**src/hdl/vdp_pkg.sv**
```systemverilog
package vdp_pkg;

  // --------------------------------------------------------------------------
  // Frame geometry
  // --------------------------------------------------------------------------

  // Horizontal regions in pixels, left to right from the first active pixel
  localparam int H_ACTIVE   = 32;
  localparam int H_BORDER_R = 2;
  localparam int H_BLANK    = 4;
  localparam int H_BORDER_L = 2;
  localparam int H_TOTAL    = H_ACTIVE + H_BORDER_R + H_BLANK + H_BORDER_L;

  // Vertical regions in lines, top to bottom from the first active line
  localparam int V_ACTIVE   = 8;
  localparam int V_BORDER_B = 1;
  localparam int V_BLANK    = 2;
  localparam int V_BORDER_T = 1;
  localparam int V_TOTAL    = V_ACTIVE + V_BORDER_B + V_BLANK + V_BORDER_T;

  localparam int SPR_PLANES = 4;

  // --------------------------------------------------------------------------
  // Types
  // --------------------------------------------------------------------------

  // Palette index where 0 is transparent for sprites and pattern
  typedef logic [3:0] col_t;
  typedef logic [5:0] hpos_t;
  typedef logic [3:0] vpos_t;

  typedef struct packed {
    hpos_t hpos;
    vpos_t vpos;
    logic  hor_active;
    logic  vert_active;
    logic  blank;
    logic  hblank;
    logic  vblank;
  } raster_t;

  typedef struct packed {
    logic       valid;
    logic [1:0] plane;
    logic [4:0] x;
    col_t       col;
  } spr_wr_t;

  // Plane 0 wins over the others
  typedef col_t [SPR_PLANES-1:0] spr_cols_t;

  typedef struct packed {
    logic [7:0] r;
    logic [7:0] g;
    logic [7:0] b;
  } rgb_t;

  // All active low, so zero means fully blanked
  typedef struct packed {
    logic blank_n;
    logic hblank_n;
    logic vblank_n;
  } sync_t;

  // --------------------------------------------------------------------------
  // Palettes
  // --------------------------------------------------------------------------

  // Full range colours
  localparam rgb_t FULL_RGB_TABLE [16] = '{
    '{8'd0,   8'd0,   8'd0},   '{8'd0,   8'd0,   8'd0},
    '{8'd32,  8'd192, 8'd32},  '{8'd96,  8'd224, 8'd96},
    '{8'd32,  8'd32,  8'd224}, '{8'd64,  8'd96,  8'd224},
    '{8'd160, 8'd32,  8'd32},  '{8'd64,  8'd192, 8'd224},
    '{8'd224, 8'd32,  8'd32},  '{8'd224, 8'd96,  8'd96},
    '{8'd192, 8'd192, 8'd32},  '{8'd192, 8'd192, 8'd128},
    '{8'd32,  8'd128, 8'd32},  '{8'd192, 8'd64,  8'd160},
    '{8'd160, 8'd160, 8'd160}, '{8'd224, 8'd224, 8'd224}
  };

  // Softer colours as seen on a composite monitor
  localparam rgb_t COMPAT_RGB_TABLE [16] = '{
    '{8'd0,   8'd0,   8'd0},   '{8'd0,   8'd0,   8'd0},
    '{8'd33,  8'd200, 8'd66},  '{8'd94,  8'd220, 8'd120},
    '{8'd84,  8'd85,  8'd237}, '{8'd125, 8'd118, 8'd252},
    '{8'd212, 8'd82,  8'd77},  '{8'd66,  8'd235, 8'd245},
    '{8'd252, 8'd85,  8'd84},  '{8'd255, 8'd121, 8'd120},
    '{8'd212, 8'd193, 8'd84},  '{8'd230, 8'd206, 8'd128},
    '{8'd33,  8'd176, 8'd59},  '{8'd201, 8'd91,  8'd186},
    '{8'd204, 8'd204, 8'd204}, '{8'd255, 8'd255, 8'd255}
  };

endpackage
```
**src/hdl/vdp_video_out.sv**
```systemverilog
`timescale 1ns/1ps

module vdp_video_out import vdp_pkg::*; #(
  parameter int COMPAT_RGB = 0
) (
  input  logic    clk_i,
  input  logic    reset_i,
  input  logic    pix_en_i,
  input  logic    border_mode_i,
  input  col_t    reg_col0_i,
  input  col_t    pat_col_i,
  input  spr_wr_t spr_wr_i,
  output col_t    col_o,
  output rgb_t    rgb_o,
  output sync_t   sync_o
);

  // Raster position and region flags shared by both consumers
  raster_t   raster;
  // Sprite colours at the current pixel
  spr_cols_t spr_cols;

  // --------------------------------------------------------------------------
  // Raster timing
  // --------------------------------------------------------------------------

  vdp_timing u_vdp_timing (
    .clk_i    (clk_i),
    .reset_i  (reset_i),
    .pix_en_i (pix_en_i),
    .raster_o (raster)
  );

  // --------------------------------------------------------------------------
  // Sprite line buffer
  // --------------------------------------------------------------------------

  vdp_spr_linebuf u_vdp_spr_linebuf (
    .clk_i      (clk_i),
    .reset_i    (reset_i),
    .pix_en_i   (pix_en_i),
    .raster_i   (raster),
    .spr_wr_i   (spr_wr_i),
    .spr_cols_o (spr_cols)
  );

  // --------------------------------------------------------------------------
  // Colour multiplexer and palette
  // --------------------------------------------------------------------------

  vdp_col_mux #(
    .COMPAT_RGB (COMPAT_RGB)
  ) u_vdp_col_mux (
    .clk_i         (clk_i),
    .reset_i       (reset_i),
    .pix_en_i      (pix_en_i),
    .border_mode_i (border_mode_i),
    .raster_i      (raster),
    .reg_col0_i    (reg_col0_i),
    .pat_col_i     (pat_col_i),
    .spr_cols_i    (spr_cols),
    .col_o         (col_o),
    .rgb_o         (rgb_o),
    .sync_o        (sync_o)
  );

endmodule

```
**src/hdl/vdp_col_mux.sv**
```systemverilog
`timescale 1ns/1ps

module vdp_col_mux import vdp_pkg::*; #(
  parameter int COMPAT_RGB = 0
) (
  input  logic      clk_i,
  input  logic      reset_i,
  input  logic      pix_en_i,
  input  logic      border_mode_i,
  input  raster_t   raster_i,
  input  col_t      reg_col0_i,
  input  col_t      pat_col_i,
  input  spr_cols_t spr_cols_i,
  output col_t      col_o,
  output rgb_t      rgb_o,
  output sync_t     sync_o
);

  // --------------------------------------------------------------------------
  // Colour priority
  // --------------------------------------------------------------------------

  logic spr_hit;
  col_t spr_col;
  col_t col_sel;
  rgb_t rgb_lut;

  // First non-transparent plane, lowest index first
  always_comb begin
    spr_hit = 1'b0;
    spr_col = '0;
    for (int i = 0; i < SPR_PLANES; i++) begin
      if (!spr_hit && (spr_cols_i[i] != '0)) begin
        spr_hit = 1'b1;
        spr_col = spr_cols_i[i];
      end
    end
  end

  always_comb begin
    if (raster_i.blank) begin
      // Colour forced black during retrace
      col_sel = '0;
    end else if (!(raster_i.hor_active && raster_i.vert_active)) begin
      // Border shows the backdrop
      col_sel = reg_col0_i;
    end else if (spr_hit) begin
      col_sel = spr_col;
    end else if (pat_col_i != '0) begin
      col_sel = pat_col_i;
    end else begin
      col_sel = reg_col0_i;
    end
  end

  assign col_o = col_sel;

  // Table picked at elaboration
  always_comb begin
    if (COMPAT_RGB == 1) begin
      rgb_lut = COMPAT_RGB_TABLE[col_sel];
    end else begin
      rgb_lut = FULL_RGB_TABLE[col_sel];
    end
  end

  // --------------------------------------------------------------------------
  // Output registers
  // --------------------------------------------------------------------------

  // Result for the pixel being left, one enable behind col_o
  always_ff @(posedge clk_i or posedge reset_i) begin
    if (reset_i) begin
      rgb_o  <= '0;
      sync_o <= '0;
    end else if (pix_en_i) begin
      rgb_o          <= rgb_lut;
      sync_o.blank_n <= !raster_i.blank;
      if (border_mode_i) begin
        // Border counts as visible
        sync_o.hblank_n <= !raster_i.hblank;
        sync_o.vblank_n <= !raster_i.vblank;
      end else begin
        // Only the active window is visible
        sync_o.hblank_n <= raster_i.hor_active;
        sync_o.vblank_n <= raster_i.vert_active;
      end
    end
  end

endmodule

```
**src/hdl/vdp_spr_linebuf.sv**
```systemverilog
`timescale 1ns/1ps

module vdp_spr_linebuf import vdp_pkg::*; (
  input  logic      clk_i,
  input  logic      reset_i,
  input  logic      pix_en_i,
  input  raster_t   raster_i,
  input  spr_wr_t   spr_wr_i,
  output spr_cols_t spr_cols_o
);

  // --------------------------------------------------------------------------
  // Storage
  // --------------------------------------------------------------------------

  // One colour per plane and active pixel
  col_t line_q [SPR_PLANES][H_ACTIVE];

  logic line_end;

  // Last active pixel is being left on this clock
  assign line_end = pix_en_i && (raster_i.hpos == hpos_t'(H_ACTIVE - 1));

  // Clear has priority over a write on the same clock
  always_ff @(posedge clk_i or posedge reset_i) begin
    if (reset_i) begin
      for (int p = 0; p < SPR_PLANES; p++) begin
        for (int x = 0; x < H_ACTIVE; x++) begin
          line_q[p][x] <= '0;
        end
      end
    end else if (line_end) begin
      // Next line starts all transparent
      for (int p = 0; p < SPR_PLANES; p++) begin
        for (int x = 0; x < H_ACTIVE; x++) begin
          line_q[p][x] <= '0;
        end
      end
    end else if (spr_wr_i.valid) begin
      // Writes are not tied to the pixel enable
      line_q[spr_wr_i.plane][spr_wr_i.x] <= spr_wr_i.col;
    end
  end

  // --------------------------------------------------------------------------
  // Read port
  // --------------------------------------------------------------------------

  logic [4:0] rd_x;

  // Only the low bits index the line inside the active window
  assign rd_x = raster_i.hpos[4:0];

  // All planes read in parallel at the current pixel
  always_comb begin
    for (int p = 0; p < SPR_PLANES; p++) begin
      if (raster_i.hor_active) begin
        spr_cols_o[p] = line_q[p][rd_x];
      end else begin
        // Transparent outside the active pixels
        spr_cols_o[p] = '0;
      end
    end
  end

endmodule

```
**src/hdl/vdp_timing.sv**
```systemverilog
`timescale 1ns/1ps

module vdp_timing import vdp_pkg::*; (
  input  logic    clk_i,
  input  logic    reset_i,
  input  logic    pix_en_i,
  output raster_t raster_o
);

  // --------------------------------------------------------------------------
  // Position counters
  // --------------------------------------------------------------------------

  hpos_t hpos_q;
  vpos_t vpos_q;
  logic  hpos_last;
  logic  vpos_last;

  // Wrap points of the two counters
  assign hpos_last = (hpos_q == hpos_t'(H_TOTAL - 1));
  assign vpos_last = (vpos_q == vpos_t'(V_TOTAL - 1));

  // Pixel counter steps on every enable
  // Line counter steps when the pixel counter wraps
  always_ff @(posedge clk_i or posedge reset_i) begin
    if (reset_i) begin
      hpos_q <= '0;
      vpos_q <= '0;
    end else if (pix_en_i) begin
      if (hpos_last) begin
        hpos_q <= '0;
        if (vpos_last) begin
          vpos_q <= '0;
        end else begin
          vpos_q <= vpos_q + 1'b1;
        end
      end else begin
        hpos_q <= hpos_q + 1'b1;
      end
    end
  end

  // --------------------------------------------------------------------------
  // Region decode
  // --------------------------------------------------------------------------

  logic hblank;
  logic vblank;

  // Blanking sits between the right border and the left border
  assign hblank = (hpos_q >= hpos_t'(H_ACTIVE + H_BORDER_R)) &&
                  (hpos_q <  hpos_t'(H_ACTIVE + H_BORDER_R + H_BLANK));

  // Vertical blanking sits between bottom and top border
  assign vblank = (vpos_q >= vpos_t'(V_ACTIVE + V_BORDER_B)) &&
                  (vpos_q <  vpos_t'(V_ACTIVE + V_BORDER_B + V_BLANK));

  // Pack counters and flags for the consumers
  always_comb begin
    raster_o.hpos        = hpos_q;
    raster_o.vpos        = vpos_q;
    raster_o.hor_active  = (hpos_q < hpos_t'(H_ACTIVE));
    raster_o.vert_active = (vpos_q < vpos_t'(V_ACTIVE));
    raster_o.hblank      = hblank;
    raster_o.vblank      = vblank;
    raster_o.blank       = hblank | vblank;
  end

endmodule

```
**config.mk**
```make
export PLATFORM = sky130hd
export DESIGN_NAME = vdp_video_out
export DESIGN_NICKNAME = d
export VERILOG_FILES = /design/src/hdl/vdp_pkg.sv /design/src/hdl/vdp_video_out.sv /design/src/hdl/vdp_col_mux.sv /design/src/hdl/vdp_spr_linebuf.sv /design/src/hdl/vdp_timing.sv
export SDC_FILE = /design/constraint.sdc
export NUM_CORES = 2
export LEC_CHECK = 0
export ABC_AREA = 1
export BUFFER_PORTS_ARGS = -buffer_cell sky130_fd_sc_hd__buf_2
export CORE_MARGIN = 2
export CORE_UTILIZATION = 60
export DETAILED_ROUTE_END_ITERATION = 10
export GPL_ROUTABILITY_DRIVEN = 0
export PLACE_DENSITY = 0.8
export SYNTH_ARGS = -nofsm -noshare
export SYNTH_HDL_FRONTEND = slang
export SYNTH_SLANG_ARGS = --single-unit
```
**constraint.sdc**
```tcl
create_clock -name clk_i -period 48.1 [get_ports clk_i]
set_input_delay 9.62 -clock clk_i [delete_from_list [all_inputs] [get_ports clk_i]]
set_output_delay 9.62 -clock clk_i [all_outputs]
set_load 0.1 [all_outputs]
```
==> metrics list <==
* Portion of total power attributed to sequential cells: 36.0%
* Kind of critical path: primary input to output pin
- The run finished with clean final reports.
* Max capacitance violation total: 0
- The tree is rooted in a sky130_fd_sc_hd__clkbuf_16.
- Via-per-instance ratio: 6.12
- Clock tree from TritonCTS: done
- Post_cts resized: 0
- OpenSTA, run right after detailed placement, puts the worst setup slack at 27590 ps.
- Net switching is 41.4% of the power.
* Number of buffers added on ports: 39
- The first detailed-routing pass took 8 iterations.
* Final wirelength: 74.4 mm
* Share of total power in combinational logic: 39.4%
- The H-tree generated during clock tree synthesis spans 2 levels.
- Maximum VDD drop: 0.100 mV
* Initial core utilization: 61.1%
* Number of slew-limit violations in the final report: 0
* Routed WL per cell: 19.1 µm
- Clock network fraction of total power: 24.6%
* Final Util: 65.7%
- Top Family by Delay on Critical Path: simple AND/OR/NAND/NOR gates
* Power per Cell Area: 65.0 nW/µm²
* Row cnt: 76
- Clock buffer depth: 3
* Sequential cell area: 13400 µm²
- The synthesized design contains 534 register bits.
- The number of hold violations in the final report is 0.
- Overall routing resource usage: 32.3%
- The clock drives 534 sinks.
- The Yosys step of the flow raised 0 warnings.
* Slew at the pin closest to its max-slew limit: 1130 ps
- In this run the tightest slew margin relative to its limit is 24.7%.
- CP most frequent cell: sky130_fd_sc_hd__nor2_1
- RSZ-0062 raised after global routing: no
- The first routing iteration left 3159 violations.
- Worst path required time: 38480 ps
* Hold/Removal Path Class: flip-flop to flip-flop
- In this run the most used layer during global routing was met2.
- Summing all multi-input logic gate instances after layout gives 10600 µm².
- Number of antenna violations at the first check in global routing: 2
- From synthesis to final layout, the design area changed by 7.51%.
- In this run the cell area measured after placement is 26500 µm².
- Beginning of the worst register-to-register path: u_vdp_timing.hpos_q[0]
* Top achievable clock speed: 48.7 MHz
- In this run the worst path has a maximum fanout of 5.
- The biggest area contributor in the post-synthesis netlist is sky130_fd_sc_hd__dfrtp_1.
- Along the worst hold path, the cell count comes to 2.
- Final clock skew: 20.8 ps
* Highest cell delay on the worst timing path: 420 ps
- Across all layers, the routed design uses 23900 vias.
- Hold Path Origin: u_vdp_spr_linebuf.line_q[350]
- STA puts the critical path data arrival time at 10900 ps.
- After detailed routing, the number of remaining DRC violations is 0.
* Vias in the first global route: 22900
- The core region is 43300 µm².
* Global-route track usage on met2: 50.1%
- For hold timing, the worst endpoint is u_vdp_spr_linebuf.line_q[350].
- Counting cells, the worst reg-to-reg path comes to 13.
* Share of the clock period used by the worst path: 42.7%
- HPWL after detailed placement: 44.3 mm
- Setup slack on the worst reg-to-reg path comes out at 42420 ps.
- At the end of the flow, the number of nets in the layout was 3295.
- For this run the aggregate overflow at the end of global routing stands at 0.
- Summed over all failing endpoints, the final setup total negative slack is 0 ps.
* # IOs: 55
* Number of distinct standard cells referenced by the synthesized netlist: 36
- In this run the biggest area consumer among cell types represents 50.5% of the synthesized area.
- Category of the worst setup path capture point: output pin
* Mapped Cells: 3351
- Global-route wire length before repair: 120 mm
- The top cell types in the final layout, fill and taps aside, are sky130_fd_sc_hd__nand2_1, sky130_fd_sc_hd__dfrtp_1, sky130_fd_sc_hd__nand3_1.
- Tightest hold margin: 480 ps
- Inserted Clock Buffers: 55
- Global routing used 44.7% of the available met1 tracks.
- Fill cells in the final layout number 3496.
- The library cell used most frequently in the layout, excluding fill and tap cells, is sky130_fd_sc_hd__nand2_1.
* P_int: 0.00108 W
* Register area share after synthesis: 50.5%
- Buffers added to address setup during post-CTS repair amount to 0.
- Die area: 45800 µm²
* Number of buffer and inverter instances along the worst setup path: 3
- Setup-violating endpoint count in the final report: 0
- Cell chain of the critical path: buf_2 -> nor2_1 -> nand3_1 -> nand2_1 -> nor2_1 -> nor2_1 -> nand2_2 -> nand2_4 -> nand2_4 -> inv_4 -> buf_2
- The average instance in the mapped netlist occupies 7.89 µm².
- After routing the design area is 28400 µm².
- For this run, global-route usage on met3 was measured as 6.50%.
- The routed design could run at a clock period as short as 20520 ps.
- Number of nets still failing antenna checks after routing: 0
* Capture instance of the worst register-to-register path: u_vdp_spr_linebuf.line_q[388]
* Horizontal die dimension: 214 µm
* Clock transition time at the flip-flop clock pins of the worst setup and hold paths: 60 ps
* Maximum number of pins on one net before global-route repair: 175
- Cells with a size suffix above 1 make up 6.13% of the layout.
- The worst setup path is launched from a primary input.
- Summed over all cells, the static leakage comes to 13.9 nW.
- Net Switching: 0.000764 W
- The synthesized netlist occupies a cell area of 26400 µm².
- For this design, the CTS-stage hold fixing added 0 buffers.
- Critical-path top delay cell: sky130_fd_sc_hd__buf_2
- Across all setup checks in the final design, the least slack found is 27580 ps.
- Clock insertion delay at the later pin of the skew report: 630 ps
* Die height: 214 µm
- Yosys attributes the largest share of cell area to sky130_fd_sc_hd__dfrtp_1, sky130_fd_sc_hd__nand2_1, sky130_fd_sc_hd__nand3_1.
[layout make-up]
type	count	share of cell area [%]
well taps	585	2.58
repair buffers	64	1.39
flip-flops and latches	534	47.0
multi-input cells	2245	37.3
inverters	366	4.91
diodes	2	0.0176
clock inverters	28	1.25
clock buffers	75	5.50
[flip-flops by register name, summed over array words and instances, names as in the netlist]
signal / cells
u_vdp_col_mux.rgb_o: 9
u_vdp_col_mux.sync_o: 3
u_vdp_spr_linebuf.line_q: 512
u_vdp_timing.hpos_q: 6
u_vdp_timing.vpos_q: 4
[cell usage after synthesis (all sizes together)]
library cell	instances
nand2	902
dfrtp	534
nand3	479
inv	364
o21ai	300
o22ai	258
nor2	153
buf	137
clkbuf	83
o211ai	60
a21oi	49
nor3	12
ha	5
nand4	5
a21boi	2
clkinv	2
nand3b	2
a31oi	1
conb	1
nor3b	1
xor2	1
[how the worst max path moves through the flow]
stage                            start                       to  depth (start not counted)
final                     pat_col_i[0]                 col_o[2]                         11
after global placement    pat_col_i[0]                 col_o[2]                         11
after floorplan                reset_i  u_vdp_col_mux.rgb_o[13]                          1
after global routing      pat_col_i[0]                 col_o[2]                         11
after CTS                 pat_col_i[0]                 col_o[2]                         11
after detailed placement  pat_col_i[0]                 col_o[2]                         11
[per-stage QoR]
step,total power (W),cells
CTS,0.00183,3897
finish,0.00185,3899
global placement,0.00135,3794
floorplan,0.00121,3365
detailed placement,0.00137,3794
global route,0.00195,3898
[power groups by stage]
stage / Combinational, W / Clock (W) / Sequential [W]
floorplan: 0.000538 / 0 / 0.000674
CTS: 0.000712 / 0.000456 / 0.000662
global route: 0.000796 / 0.000476 / 0.000678
finish: 0.000727 / 0.000455 / 0.000664
detailed placement: 0.000705 / 0 / 0.000669
global placement: 0.000683 / 0 / 0.000662
[routing by layer]
layer  vias to the layer above  routed length (µm)
met5                         -                   0
met4                         0                2740
met3                       201                8220
met2                      1367               33700
met1                     11400               29700
li1                      10900                   -
[tightest hold or removal path, delay by kind of cell, from the launching register on]
kind | cells | cell delay [ps]
flip-flops | 1 | 340
AO/OA/AOI/OAI | 1 | 60
AND/OR/NAND/NOR | 1 | 50
[logic make-up after synthesis]
kind of cell               share of synthesized area [%]
adders and majority gates                          0.237
other                                             0.0142
buffers and inverters                               9.76
and+or+nand+nor                                     24.9
xor gates and xnor gates                          0.0331
AOI/OAI and AO/OA                                   14.5
DFF                                                 50.5
Note: power is estimated with default switching activity, not from simulation.
